$ cat src/common/periph_cfg.svh
`ifndef PERIPH_CFG_SVH
`define PERIPH_CFG_SVH

// APB address width, byte addresses
`define PERIPH_ADDR_W 8

// UART transmit queue
`define PERIPH_FIFO_DEPTH 4

// GPIO widths
`define PERIPH_LED_W 8
`define PERIPH_SW_W 4

// bit period scaler, clocks per bit minus one
`define PERIPH_SCALER_W 16
`define PERIPH_SCALER_RST 16'd3

`endif

$ cat src/common/periph_pkg.sv
`include "periph_cfg.svh"

package periph_pkg;

  // ==============================
  // APB request from the requester
  // ==============================
  typedef struct packed {
    logic                      psel;
    logic                      penable;
    logic                      pwrite;
    logic [`PERIPH_ADDR_W-1:0] paddr;
    logic [31:0]               pwdata;
  } apb_req_t;

  // register offsets
  typedef enum logic [`PERIPH_ADDR_W-1:0] {
    REG_GPIO_OUT    = 8'h00,
    REG_GPIO_DIR    = 8'h04,
    REG_GPIO_IN     = 8'h08,
    REG_UART_DATA   = 8'h0C,
    REG_UART_STATUS = 8'h10,
    REG_UART_SCALER = 8'h14
  } reg_addr_e;

  // serializer frame phases
  typedef enum logic [1:0] {
    IDLE,
    START,
    DATA,
    STOP
  } tx_state_e;

  // byte handed from the register write to the queue
  typedef struct packed {
    logic       valid;
    logic [7:0] data;
  } fifo_push_t;

endpackage

$ cat src/verilog/apb_decoder.sv
`timescale 1ns/1ps
`include "periph_cfg.svh"

module apb_decoder
  import periph_pkg::*;
(
  input  logic                        clk,
  input  logic                        i_arst_n,
  input  apb_req_t                    i_req,
  output logic [31:0]                 o_prdata,
  output logic                        o_pready,
  output logic                        o_pslverr,
  output logic                        o_gpio_we,
  output reg_addr_e                   o_gpio_sel,
  output logic [`PERIPH_LED_W-1:0]    o_wdata,
  input  logic [`PERIPH_LED_W-1:0]    i_gpio_rdata,
  input  logic                        i_fifo_full,
  input  logic                        i_fifo_empty,
  input  logic                        i_tx_busy,
  output fifo_push_t                  o_push,
  output logic [`PERIPH_SCALER_W-1:0] o_scaler
);

  logic      access;
  logic      wr;
  logic      mapped;
  logic      rd_only;
  reg_addr_e addr;

  assign addr   = reg_addr_e'(i_req.paddr);
  assign access = i_req.psel & i_req.penable;
  assign wr     = access & i_req.pwrite;

  // no wait states
  assign o_pready = access;

  always_comb begin
    mapped   = 1'b1;
    rd_only  = 1'b0;
    o_prdata = '0;
    case (addr)
      REG_GPIO_OUT, REG_GPIO_DIR: o_prdata = 32'(i_gpio_rdata);
      REG_GPIO_IN: begin
        rd_only  = 1'b1;
        o_prdata = 32'(i_gpio_rdata);
      end
      // write-only register reads as zero
      REG_UART_DATA: o_prdata = '0;
      REG_UART_STATUS: begin
        rd_only  = 1'b1;
        o_prdata = {29'd0, i_fifo_empty, i_tx_busy, i_fifo_full};
      end
      REG_UART_SCALER: o_prdata = 32'(o_scaler);
      default: mapped = 1'b0;
    endcase
  end

  assign o_pslverr = access & (~mapped | (i_req.pwrite & rd_only) |
                     (i_req.pwrite & (addr == REG_UART_DATA) & i_fifo_full));

  // gpio decodes the target register from the select
  assign o_gpio_we  = wr & ((addr == REG_GPIO_OUT) | (addr == REG_GPIO_DIR));
  assign o_gpio_sel = addr;
  assign o_wdata    = i_req.pwdata[`PERIPH_LED_W-1:0];

  // dropped when the queue is full
  assign o_push.valid = wr & (addr == REG_UART_DATA) & ~i_fifo_full;
  assign o_push.data  = i_req.pwdata[7:0];

  always_ff @(posedge clk or negedge i_arst_n) begin
    if (!i_arst_n) begin
      o_scaler <= `PERIPH_SCALER_RST;
    end else if (wr && addr == REG_UART_SCALER) begin
      o_scaler <= i_req.pwdata[`PERIPH_SCALER_W-1:0];
    end
  end

  // ==============================
  // protocol checks
  a_setup_then_ready: assert property (@(posedge clk) disable iff (!i_arst_n)
    (i_req.psel && !i_req.penable) |=> (i_req.penable && o_pready));

endmodule

$ cat src/verilog/gpio_regs.sv
`timescale 1ns/1ps
`include "periph_cfg.svh"

module gpio_regs
  import periph_pkg::*;
(
  input  logic                     clk,
  input  logic                     i_arst_n,
  input  logic                     i_we,
  input  reg_addr_e                i_sel,
  input  logic [`PERIPH_LED_W-1:0] i_wdata,
  input  logic [`PERIPH_SW_W-1:0]  i_sw,
  output logic [`PERIPH_LED_W-1:0] o_rdata,
  output logic [`PERIPH_LED_W-1:0] o_led,
  output logic [`PERIPH_LED_W-1:0] o_led_oe
);

  logic [`PERIPH_LED_W-1:0] out_q;
  logic [`PERIPH_LED_W-1:0] dir_q;
  logic [`PERIPH_SW_W-1:0]  sw_meta_q;
  logic [`PERIPH_SW_W-1:0]  sw_sync_q;

  // ==============================
  // output and direction
  // ==============================
  always_ff @(posedge clk or negedge i_arst_n) begin
    if (!i_arst_n) begin
      out_q <= '0;
      dir_q <= '0;
    end else if (i_we) begin
      if (i_sel == REG_GPIO_OUT) begin
        out_q <= i_wdata;
      end
      if (i_sel == REG_GPIO_DIR) begin
        dir_q <= i_wdata;
      end
    end
  end

  assign o_led    = out_q;
  // a pin drives only when its direction bit is set
  assign o_led_oe = dir_q;

  // two flop synchronizer, switches are asynchronous to clk
  always_ff @(posedge clk or negedge i_arst_n) begin
    if (!i_arst_n) begin
      sw_meta_q <= '0;
      sw_sync_q <= '0;
    end else begin
      sw_meta_q <= i_sw;
      sw_sync_q <= sw_meta_q;
    end
  end

  // read mux
  always_comb begin
    case (i_sel)
      REG_GPIO_OUT: o_rdata = out_q;
      REG_GPIO_DIR: o_rdata = dir_q;
      REG_GPIO_IN:  o_rdata = `PERIPH_LED_W'(sw_sync_q);
      default:      o_rdata = '0;
    endcase
  end

endmodule

$ cat src/uart/uart_tx_fifo.sv
`timescale 1ns/1ps
`include "periph_cfg.svh"

module uart_tx_fifo
  import periph_pkg::*;
(
  input  logic       clk,
  input  logic       i_arst_n,
  input  fifo_push_t i_push,
  input  logic       i_pop,
  output logic [7:0] o_data,
  output logic       o_valid,
  output logic       o_full,
  output logic       o_empty
);

  localparam int PTR_W = $clog2(`PERIPH_FIFO_DEPTH);

  logic [7:0]     mem [`PERIPH_FIFO_DEPTH];
  // extra msb tells full from empty
  logic [PTR_W:0] wr_ptr_q;
  logic [PTR_W:0] rd_ptr_q;

  assign o_empty = (wr_ptr_q == rd_ptr_q);
  assign o_full  = (wr_ptr_q[PTR_W] != rd_ptr_q[PTR_W]) &&
                   (wr_ptr_q[PTR_W-1:0] == rd_ptr_q[PTR_W-1:0]);
  assign o_valid = ~o_empty;
  assign o_data  = mem[rd_ptr_q[PTR_W-1:0]];

  always_ff @(posedge clk or negedge i_arst_n) begin
    if (!i_arst_n) begin
      wr_ptr_q <= '0;
      rd_ptr_q <= '0;
    end else begin
      if (i_push.valid && !o_full) begin
        wr_ptr_q <= wr_ptr_q + 1'b1;
      end
      if (i_pop && !o_empty) begin
        rd_ptr_q <= rd_ptr_q + 1'b1;
      end
    end
  end

  always_ff @(posedge clk) begin
    if (i_push.valid && !o_full) begin
      mem[wr_ptr_q[PTR_W-1:0]] <= i_push.data;
    end
  end

  // ==============================
  // the decoder and serializer must respect the flags
  a_no_push_full: assert property (@(posedge clk) disable iff (!i_arst_n)
    !(i_push.valid && o_full));

  a_no_pop_empty: assert property (@(posedge clk) disable iff (!i_arst_n)
    !(i_pop && o_empty));

endmodule

$ cat src/uart/uart_tx_serializer.sv
`timescale 1ns/1ps
`include "periph_cfg.svh"

module uart_tx_serializer
  import periph_pkg::*;
(
  input  logic                        clk,
  input  logic                        i_arst_n,
  input  logic [7:0]                  i_data,
  input  logic                        i_valid,
  input  logic [`PERIPH_SCALER_W-1:0] i_scaler,
  output logic                        o_pop,
  output logic                        o_busy,
  output logic                        o_td
);

  tx_state_e                   state_q;
  logic [2:0]                  bit_cnt_q;
  logic [`PERIPH_SCALER_W-1:0] clk_cnt_q;
  logic [7:0]                  shift_q;
  logic                        bit_end;

  // >= so a smaller scaler written mid-bit still ends the bit
  assign bit_end = (clk_cnt_q >= i_scaler);
  assign o_pop   = (state_q == IDLE) & i_valid;
  assign o_busy  = (state_q != IDLE);

  always_comb begin
    case (state_q)
      START:   o_td = 1'b0;
      DATA:    o_td = shift_q[0];
      default: o_td = 1'b1;
    endcase
  end

  // ==============================
  // frame sequencing
  // ==============================
  always_ff @(posedge clk or negedge i_arst_n) begin
    if (!i_arst_n) begin
      state_q   <= IDLE;
      bit_cnt_q <= '0;
      clk_cnt_q <= '0;
    end else begin
      if (state_q == IDLE || bit_end) begin
        clk_cnt_q <= '0;
      end else begin
        clk_cnt_q <= clk_cnt_q + 1'b1;
      end
      case (state_q)
        IDLE: begin
          if (i_valid) begin
            state_q <= START;
          end
        end
        START: begin
          if (bit_end) begin
            bit_cnt_q <= '0;
            state_q   <= DATA;
          end
        end
        DATA: begin
          if (bit_end) begin
            bit_cnt_q <= bit_cnt_q + 1'b1;
            if (bit_cnt_q == 3'd7) begin
              state_q <= STOP;
            end
          end
        end
        default: begin
          if (bit_end) begin
            state_q <= IDLE;
          end
        end
      endcase
    end
  end

  // lsb first
  always_ff @(posedge clk) begin
    if (o_pop) begin
      shift_q <= i_data;
    end else if (state_q == DATA && bit_end) begin
      shift_q <= {1'b0, shift_q[7:1]};
    end
  end

  // line was already high before and stays high while idle
  a_idle_line_high: assert property (@(posedge clk) disable iff (!i_arst_n)
    (state_q == IDLE) |-> (o_td && $past(o_td)));

endmodule

$ cat src/verilog/periph_top.sv
`timescale 1ns/1ps
`include "periph_cfg.svh"

module periph_top
  import periph_pkg::*;
(
  input  logic                     clk,
  input  logic                     i_arst_n,
  input  apb_req_t                 i_req,
  output logic [31:0]              o_prdata,
  output logic                     o_pready,
  output logic                     o_pslverr,
  input  logic [`PERIPH_SW_W-1:0]  i_sw,
  output logic [`PERIPH_LED_W-1:0] o_led,
  output logic [`PERIPH_LED_W-1:0] o_led_oe,
  output logic                     o_uart_td
);

  logic                        gpio_we;
  reg_addr_e                   gpio_sel;
  logic [`PERIPH_LED_W-1:0]    gpio_wdata;
  logic [`PERIPH_LED_W-1:0]    gpio_rdata;
  fifo_push_t                  push;
  logic                        fifo_full;
  logic                        fifo_empty;
  logic                        fifo_valid;
  logic [7:0]                  fifo_data;
  logic                        tx_pop;
  logic                        tx_busy;
  logic [`PERIPH_SCALER_W-1:0] scaler;

  apb_decoder u_decoder (
    .clk          (clk),
    .i_arst_n     (i_arst_n),
    .i_req        (i_req),
    .o_prdata     (o_prdata),
    .o_pready     (o_pready),
    .o_pslverr    (o_pslverr),
    .o_gpio_we    (gpio_we),
    .o_gpio_sel   (gpio_sel),
    .o_wdata      (gpio_wdata),
    .i_gpio_rdata (gpio_rdata),
    .i_fifo_full  (fifo_full),
    .i_fifo_empty (fifo_empty),
    .i_tx_busy    (tx_busy),
    .o_push       (push),
    .o_scaler     (scaler)
  );

  gpio_regs u_gpio (
    .clk      (clk),
    .i_arst_n (i_arst_n),
    .i_we     (gpio_we),
    .i_sel    (gpio_sel),
    .i_wdata  (gpio_wdata),
    .i_sw     (i_sw),
    .o_rdata  (gpio_rdata),
    .o_led    (o_led),
    .o_led_oe (o_led_oe)
  );

  // ==============================
  // uart path, queue then shifter
  uart_tx_fifo u_fifo (
    .clk      (clk),
    .i_arst_n (i_arst_n),
    .i_push   (push),
    .i_pop    (tx_pop),
    .o_data   (fifo_data),
    .o_valid  (fifo_valid),
    .o_full   (fifo_full),
    .o_empty  (fifo_empty)
  );

  uart_tx_serializer u_serializer (
    .clk      (clk),
    .i_arst_n (i_arst_n),
    .i_data   (fifo_data),
    .i_valid  (fifo_valid),
    .i_scaler (scaler),
    .o_pop    (tx_pop),
    .o_busy   (tx_busy),
    .o_td     (o_uart_td)
  );

endmodule

$ cat config.mk
export PLATFORM = sky130hd
export DESIGN_NAME = periph_top
export DESIGN_NICKNAME = d
export VERILOG_FILES = /design/src/common/periph_pkg.sv /design/src/verilog/apb_decoder.sv /design/src/verilog/gpio_regs.sv /design/src/uart/uart_tx_fifo.sv /design/src/uart/uart_tx_serializer.sv /design/src/verilog/periph_top.sv
export VERILOG_INCLUDE_DIRS = /design/src /design/src/common
export SDC_FILE = /design/constraint.sdc
export NUM_CORES = 1
export LEC_CHECK = 0
export BUFFER_PORTS_ARGS = -buffer_cell sky130_fd_sc_hd__buf_2
export CORE_MARGIN = 2
export CORE_UTILIZATION = 50
export CTS_BUF_LIST = sky130_fd_sc_hd__clkbuf_8 sky130_fd_sc_hd__clkbuf_16
export DETAILED_ROUTE_END_ITERATION = 16
export PLACE_DENSITY = 0.73
export REMOVE_ABC_BUFFERS = 1
export SYNTH_ARGS = -nofsm -noshare
export SYNTH_HDL_FRONTEND = slang
export SYNTH_SLANG_ARGS = --single-unit
$ cat constraint.sdc
create_clock -name clk -period 6.3 [get_ports clk]
set_input_delay 0.63 -clock clk [delete_from_list [all_inputs] [get_ports clk]]
set_output_delay 0.63 -clock clk [all_outputs]
set_load 0.02 [all_outputs]
# ---- After elaboration in Yosys (flattened, before gate mapping)
# Memories as Yosys holds them, arrays and structs flattened.
# Cells that the tools add are included.
dict set report op_classes {
  addsub 4
  mul 0
  div 0
  magnitude_cmp 1
  n_eq_ne 15
  shifts 0
  muxes 19
  n_bitwise 16
  reduce_logical 21
}
# op count
set ops {}
lappend ops {{case mux 16 bit (3 select lines)} 1}
lappend ops {{case mux 8 bit (3 select lines)} 1}
lappend ops {{adder 16 x 1 -> 16 bit, second input constant} 1}
lappend ops {{equality test 8 x 4 -> 1 bit, second input constant} 2}
lappend ops {{equality test 8 x 5 -> 1 bit, second input constant} 2}
lappend ops {{greater-or-equal comparator 16 bit} 1}
lappend ops {{two-way mux 16 bit} 1}
lappend ops {{two-way mux 8 bit} 2}
lappend ops {{bitwise AND 1 bit} 10}
lappend ops {{two-way mux 2 bit} 5}
lappend ops {{adder 3 x 1 -> 3 bit, second input constant} 3}
lappend ops {{equality test 8 x 3 -> 1 bit, second input constant} 1}
lappend ops {{logical NOT 8 bit} 1}
lappend ops {{nonzero test 2 bit} 4}
lappend ops {{two-way mux 3 bit} 2}
lappend ops {{inequality test 2 x 1 -> 1 bit, second input constant} 3}
lappend ops {{case mux 2 bit (3 select lines)} 1}
lappend ops {{case mux 3 bit (2 select lines)} 1}
lappend ops {{OR reduction 6 bit} 1}
lappend ops {{logical AND 1 bit} 5}
lappend ops {{AND reduction 5 bit} 1}
lappend ops {{two-way mux 1 bit} 4}
lappend ops {{AND reduction 2 bit} 2}
lappend ops {{equality test 3 bit} 1}
lappend ops {{15 further kinds} 20}
dict set report word_totals {
  register_bits 75
  latchBits 0
  ramBits 32
  rom_bits 0
  inputBits 49
  output_inout_bits 51
  word_cells 88
  n_memories 1
}
# name depth word_bits rd rd_clocked_by_memory_dff write_ports line_no
set memory_table {}
lappend memory_table {u_fifo.mem 4 8 1 0 1 uart_tx_fifo.sv:19} ;# logic [7:0] mem [`PERIPH_FIFO_DEPTH];

# ---- Depth between registers and ports, before layout
# Gate-level depths: netlist (run 1).
dict set report depth {
  depth_word 7
  ltp_mapped 10
}

# ---- By module
# A second synthesis (run 1) with hierarchy kept.
dict set report hier_totals {
  cells_unflattened 477
  area_unflattened_um2 5921.9
}
# mod instances cells_each area_per_inst_um2
set by_module_without_submodules {}
lappend by_module_without_submodules {uart_tx_serializer 1 189 2019.4}
lappend by_module_without_submodules {uart_tx_fifo 1 90 1647.8}
lappend by_module_without_submodules {apb_decoder 1 124 1227.4}
lappend by_module_without_submodules {gpio_regs 1 74 1027.2}

# ---- Worst setup path after synthesis (run 1)
# OpenSTA, ideal clock, no wires.
dict set report synth_timing {
  path_type {in2out}
  startpoint {input port i_req[37] (netlist name)}
  endpoint {output port o_prdata[10]}
  arrival_time_ps 2329
  required_time_ps 5670
  slack_ps 3341
  stages 5
  path_buffers 2
  cell_sequence {or4_4 or3_1 buf_6 clkbuf_1 nor3_1}
}
dict set report synth_via {
  elab_chain_cells 3
  word_cells_on_any_way 7
  classes_between {eq/ne (4); mux (1); reduce/logical (2)}
}
# element line_no
set synth_rtl {}
lappend synth_rtl {{start: declaration} periph_top.sv:9} ;# input apb_req_t i_req,
lappend synth_rtl {{equality test 8 x 4 -> 1 bit (tied with other cells)} apb_decoder.sv:41} ;# case (addr)
lappend synth_rtl {{OR reduction 3 bit (no line)} n/a}
lappend synth_rtl {{case mux 16 bit (3 select lines) *} apb_decoder.sv:41}
lappend synth_rtl {{end: declaration} periph_top.sv:10} ;# output logic [31:0] o_prdata,
# Mark *: on every way between the ends. The rest lies on a longest branch, timed or not.

# ---- Final worst setup path (run 1)
dict set report layout_timing {
  startpoint {input port i_req[37] (netlist name)}
  endpoint {output port o_prdata[1]}
}
dict set report layout_via {
  elab_chain_cells 3
  word_cells_on_any_way 8
  classes_between {eq/ne (4); mux (2); reduce/logical (2)}
}
# element line_no
set layout_rtl {}
lappend layout_rtl {{equality test 8 x 4 -> 1 bit (tied with other cells)} {apb_decoder.sv:41, gpio_regs.sv:57}}
lappend layout_rtl {{case mux 8 bit (3 select lines) / OR reduction 3 bit (equally long branches)} n/a}
lappend layout_rtl {{case mux 16 bit (3 select lines) *} apb_decoder.sv:41}
# Marks and branches as above.

==> results.yml, run 1 <==
status:
  outcome: "complete, no violations"
power_and_ir_drop:
  combPwrFrac_pct: 22.8
  powerDensity_mw_per_mm2: 288
  vdd_drop_max_mv: 0.155
  intPower_w: 0.00118
  p_sw_w: 0.000510
  p_leak_nw: 2.74
  seqPwrFrac_pct: 51.2
  p_sw_share_pct: 30.2
  p_clk_share_pct: 26.0
routing:
  detail_route.wl_per_cell_um: 16.0
  num_vias: 3297
  drc_errors: 0
  drt-initial-drc-count: 211
  drt_pass1_iterations: 7
  viasPerCell: 5.25
  routed_wl_um: 10100
  ant_nets: 0
setup_path:
  crit_path_start: "i_req[37]"
  worstSetupEndpointType: "output port"
  r2r_start: "u_decoder.o_scaler[1]"
  critPathKind: "in2out"
  crit_path_max_fanout: 17
  crit_path_start_kind: "primary input"
  arrival_ns: 2.64
  required_ns: 5.67
job:
  cap_violations: 0
clocking:
  post_cts_buffers: 0
  cts-buffers-inserted: 9
  cts_hold_buffers: 0
  clock_path_buffers: 2
  root_buffer: "clkbuf_8"
  cts_tree: "built"
  clk_pin_slew_ns: 0.10
  clk_latency_ns: 0.38
  cts.sinks: 107
  cts_max_level: 3
  cts_resized: 0
synth:
  synth-async-reset-ratio_pct: 62.6
  yosys_most_used_dff: "dfrtp_1"
  yosys_warnings: 0
  syn_area_per_cell_um2: 12.5
  ys_seq_elements: 107
  syn_area_mm2: 0.00527
  ys_seq_area_share_pct: 54.6
  syn_inst: 421
  synth_edf_count: 40
  synth_cell_types: 45
global_routing:
  grt_overflow_total: 0
  grt_pass1_wl_um: 16800
  grt_pass1_vias: 3444
  track_usage_pct: 19.0
  grt_use_met1_pct: 24.8
  antenna_found_initial: 0
  grt_max_degree: 68
  grt_util_met2_pct: 32.1
  use_met3_pct: 3.47
  gr-max-usage-layer: "met2"
finish:
  nFillCells: 859
  area_delta_synth_final_pct: 11.2
  nets: 563
  fin_cells: 628
  drive_above_1_share_pct: 28.7
  final_area_mm2: 0.00586
  antenna_cells: 0
placed_design:
  dp_cells: 612
  place.gp.congestion: 0.884
  place_area_mm2: 0.00565
  hpwl_um: 7240
  port_buffers: 67
timing:
  slew_headroom_pct: 35.1
  worstMarginPinSlew_ns: 0.963
  skew_ns: 0.0136
  final_hold_viol_count: 0
  final.setup.tns_ns: 0
  slew_viol_final: 0
  period_minus_slack_ns: 3.27
  fmax_mhz: 305
  finalCritPeriodShare_pct: 52.0
  setup_violations: 0
  rsz0062_at_grt: "no"
die:
  ioPinCount: 100
  dieWidth_um: 107
  die_h_um: 107
  core_mm2: 0.0103
  dieArea_mm2: 0.0114
  num_rows: 37
  start_util_pct: 51.3
min_path:
  hold_path_class: "in2reg"
  worstHoldStart: "i_sw[3]"
## cells by family after synthesis
logic type	after synthesis	share of synthesized area, %
compound gates	41	4.98
xor+xnor	21	3.49
fa+ha+maj	27	6.41
buf+inv	57	5.63
flops	107	54.6
mux	60	15.0
other cells	1	0.0711
simple gates	107	9.78
## cells in the mapped netlist, types with 2 or more instances
cell / instances / share of area (%)
a22o_1: 3 / 0.50
mux4_2: 8 / 3.4
a21oi_1: 13 / 1.2
a21o_1: 3 / 0.43
clkbuf_1: 3 / 0.21
nand3_1: 9 / 0.85
inv_1: 29 / 2.1
buf_2: 5 / 0.47
mux2i_1: 10 / 1.9
edfxtp_1: 40 / 23
xnor2_1: 7 / 1.2
nand2b_1: 2 / 0.24
nor2b_1: 5 / 0.59
buf_4: 16 / 2.3
nor3_1: 14 / 1.3
xor2_1: 14 / 2.3
and3_1: 4 / 0.47
dfstp_2: 2 / 1.0
nor2_1: 40 / 2.8
mux2_4: 10 / 2.8
o21ai_0: 13 / 1.2
ha_1: 27 / 6.4
nand2_1: 21 / 1.5
mux2_2: 32 / 6.8
buf_6: 2 / 0.43
and2_1: 4 / 0.47
a22oi_1: 3 / 0.43
dfrtp_1: 65 / 31
## cell type report
cell class / count / area [um^2] / share of cell area, %
clock buffers: 9 / 124 / 2.11
well taps: 136 / 170 / 2.90
multi-input cells: 272 / 2150 / 36.7
clock inverters: 7 / 82.6 / 1.41
flip-flops and latches: 107 / 2880 / 49.2
repair buffers: 68 / 343 / 5.85
inverters: 29 / 109 / 1.86
## stage by stage
| step | util, % | setup WS (ns) | hold WS, ns | power, W |
|---|---|---|---|---|
| 3_3_place_gp | 55.0 | 3.10 | 0.334 | 0.00125 |
| 2_1_floorplan | - | 3.39 | 0.331 | 0.00115 |
| 5_1_grt | 57.0 | 2.83 | 0.335 | 0.00178 |
| 3_5_place_dp | 55.0 | 3.06 | 0.336 | 0.00127 |
| 6_report | 57.0 | 3.03 | 0.354 | 0.00169 |
| 4_1_cts | 57.0 | 3.05 | 0.345 | 0.00170 |
## power groups by stage
stage	logic [W]	registers, W	clock network [W]
finish	0.000385	0.000864	0.000439
global route	0.000433	0.000874	0.000477
CTS	0.000389	0.000866	0.000446
detailed placement	0.000388	0.000880	0
global placement	0.000374	0.000876	0
floorplan	0.000292	0.000860	0
## path summary, 6_finish.rpt
kind	endpoint	slack, ns	cells after the start
max	o_prdata[1]	3.03	7
min	u_gpio.sw_meta_q[3]	0.35	1
max reg2reg	u_serializer.clk_cnt_q[5]	3.26	8
min reg2reg	u_gpio.sw_sync_q[3]	0.36	0
max in group asynchronous	u_decoder.o_scaler[5]	5.30	2
min in group asynchronous	u_decoder.o_scaler[15]	0.45	2
## registers in the layout, indices dropped and copies added (netlist names)
name,cells
u_serializer.clk_cnt_q,16
u_gpio.sw_sync_q,4
u_gpio.o_led_oe,8
u_fifo.rd_ptr_q,3
u_decoder.o_scaler,16
u_serializer.shift_q,8
u_serializer.state_q,2
u_fifo.mem,32
u_gpio.sw_meta_q,4
u_fifo.wr_ptr_q,3
u_gpio.o_led,8
u_serializer.bit_cnt_q,3
## cell usage in the layout (no fill, tap or decap), drive strengths merged, types with 2 or more instances in the layout
| master | count |
|---|---|
| nor2b | 5 |
| buf | 68 |
| o21ai | 13 |
| inv | 34 |
| ha | 27 |
| xnor2 | 7 |
| edfxtp | 40 |
| nor3 | 14 |
| a21oi | 13 |
| nand2 | 23 |
| nor2 | 41 |
| and2 | 4 |
| dfstp | 2 |
| a21o | 3 |
| dfrtp | 65 |
| conb | 16 |
| mux2i | 10 |
| mux4 | 8 |
| a22o | 3 |
| nand3 | 9 |
| nand2b | 2 |
| mux2 | 42 |
| clkbuf | 9 |
| a22oi | 3 |
| xor2 | 14 |
| and3 | 4 |
## metal layers
metal	routed length [um]	vias to the layer above	share of wire, %
met4	187	0	1.9
li1	-	1566	-
met5	0	-	0
met3	377	15	3.7
met1	4470	1637	44
met2	5040	79	50
## worst max-delay path: stages
cell	delay, ns
buf_2	0.10
or4_4	0.53
or3_1	0.64
nor2_8	0.25
a22oi_1	0.10
o21ai_0	0.16
buf_2	0.22
Note: power is estimated with default switching activity, not from simulation.
==> run 2, diff against run 1 <==
--- a/config.mk
+++ b/config.mk
@@ -11,7 +11,7 @@
 export CORE_UTILIZATION = 50
 export CTS_BUF_LIST = sky130_fd_sc_hd__clkbuf_8 sky130_fd_sc_hd__clkbuf_16
 export DETAILED_ROUTE_END_ITERATION = 16
-export PLACE_DENSITY = 0.73
+export PLACE_DENSITY = 0.76
 export REMOVE_ABC_BUFFERS = 1
 export SYNTH_ARGS = -nofsm -noshare
 export SYNTH_HDL_FRONTEND = slang
==> constraint.sdc (replaced) <==
create_clock -name clk -period 2.6 [get_ports clk]
set_input_delay 0.26 -clock clk [delete_from_list [all_inputs] [get_ports clk]]
set_output_delay 0.26 -clock clk [all_outputs]
set_load 0.02 [all_outputs]
==> results.yml, run 2 (synthesis results as in run 1) <==
routing:
  ant_nets: 0
  drt-initial-drc-count: 120
  drt_pass1_iterations: 4
  detail_route.wl_per_cell_um: 16.2
  routed_wl_um: 10400
  viasPerCell: 5.23
  num_vias: 3374
  drc_errors: 0
global_routing:
  grt_overflow_total: 0
  grt_max_degree: 68
  grt_pass1_vias: 3514
  antenna_found_initial: 0
  grt_pass1_wl_um: 17300
  track_usage_pct: 19.8
timing:
  rsz0062_at_grt: "no"
  slew_viol_final: 0
  skew_ns: 0.0140
  worstMarginPinSlew_ns: 0.856
  setup_slack_ns: 0.136
  fmax_mhz: 406
  slew_headroom_pct: 43.0
  period_minus_slack_ns: 2.46
  final_hold_viol_count: 0
  finalCritPeriodShare_pct: 94.8
  setup_violations: 0
  holdWs_ns: 0.0547
  final.setup.tns_ns: 0
placed_design:
  place_area_mm2: 0.00574
  place.gp.congestion: 0.846
  hpwl_um: 7680
  port_buffers: 67
  dp_cells: 623
  pre_cts_ws_ns: 0.126
clocking:
  clock_path_buffers: 2
  root_buffer: "clkbuf_8"
  cts-buffers-inserted: 9
  clk_latency_ns: 0.38
  cts_max_level: 3
  clk_pin_slew_ns: 0.11
  cts.sinks: 107
  cts_tree: "built"
finish:
  largest_register_ffs: 32
  fin_cells: 645
  multi_input_area_mm2: 0.00215
  antenna_cells: 0
  drive_above_1_share_pct: 30.6
  nFillCells: 846
  nets: 580
  area_delta_synth_final_pct: 13.8
  layout_common_cells: "buf_2 (67), dfrtp_1 (65), nor2_1 (40), edfxtp_1 (40), mux2_2 (32)"
  final_area_mm2: 0.00600
  layout_commonest_cell: "buf_2"
  regArea_mm2: 0.00288
power_and_ir_drop:
  vdd_drop_max_mv: 0.382
  powerDensity_mw_per_mm2: 692
  p_leak_nw: 2.81
setup_path:
  required_ns: 2.87
  critPathKind: "reg2reg"
  worstSetupEndpointType: "flop"
  arrival_ns: 2.73
  crit_path_start_kind: "flop"
  crit_path_max_fanout: 9
die:
  ioPinCount: 100
  start_util_pct: 51.3
  dieArea_mm2: 0.0114
  core_mm2: 0.0103
  die_h_um: 107
  num_rows: 37
  dieWidth_um: 107
status:
  outcome: "complete, no violations"
job:
  cap_violations: 0
min_path:
  hold_path_class: "in2async"
## run 2: changes by cell type in the layout (fill, tap and decap cells not counted), sizes merged
| cell | change |
|---|---|
| dlygate4sd3 | +4 |
| buf | +13 |
| clkinv | +3 |
| bufinv | -1 |
| inv | -2 |
## run 2: where the power goes
group / leakage (nW) / total (W) / switching (W) / internal, W
Sequential: 1.25 / 0.00202 / 0.0000736 / 0.00194
Combinational: 1.45 / 0.00110 / 0.000591 / 0.000512
Clock: 0.105 / 0.00103 / 0.000644 / 0.000385
Total: 2.81 / 0.00415 / 0.00131 / 0.00284
## run 2: critical path, cell delays in order, from the launching register on
cell and delay (ns):
dfrtp_1 0.37, inv_1 0.06, ha_1 0.31, a21o_1 0.16, a21o_1 0.18, a2111oi_2 0.42
o41ai_2 0.14, buf_4 0.19, o21ai_0 0.19, mux2_2 0.35
## run 2: path summary, 6_finish.rpt
kind                            slack (ns)                      end  cells after the start                    from
worst max-delay path                  0.14  u_serializer.state_q[1]                      9  u_decoder.o_scaler[13]
worst min-delay path                  0.05   u_decoder.o_scaler[12]                      2                i_arst_n
worst max register to register        0.14  u_serializer.state_q[1]                      9  u_decoder.o_scaler[13]
worst min register to register        0.35      u_gpio.sw_sync_q[0]                      0     u_gpio.sw_meta_q[0]
max in group asynchronous             1.97      u_gpio.sw_meta_q[0]                      2                i_arst_n
min in group clk                      0.12   u_decoder.o_scaler[15]                      2               i_req[15]
## run 2: layer usage
layer | GRT usage [%] | vias up | wire length (um)
li1 | - | 1605 | -
met1 | 25.7 | 1676 | 4600
met2 | 33.5 | 85 | 5360
met3 | 3.40 | 8 | 350
met4 | 7.14 | 0 | 131
met5 | 0 | - | 0
## run 2: area by class of cell
type / instances / area share [%]
inverters: 29 / 1.82
repair buffers: 85 / 8.01
clock buffers: 9 / 2.07
clock inverters: 7 / 1.34
flip-flops and latches: 107 / 48.0
well taps: 136 / 2.84
multi-input cells: 272 / 35.9
## run 2: what timing repair did
action | in CTS | in global routing
hold buffers | 4 | 0
endpoints found under the hold margin | 4 | 0
gates resized for setup | 0 | 1
setup endpoints to repair | 0 | 9
setup buffers | 0 | 2
## run 2: metrics by stage
stage / util [%] / total power (W)
floorplan: - / 0.00279
global placement: 55.8 / 0.00309
detailed placement: 55.8 / 0.00315
CTS: 58.2 / 0.00418
global route: 58.4 / 0.00439
finish: 58.4 / 0.00415
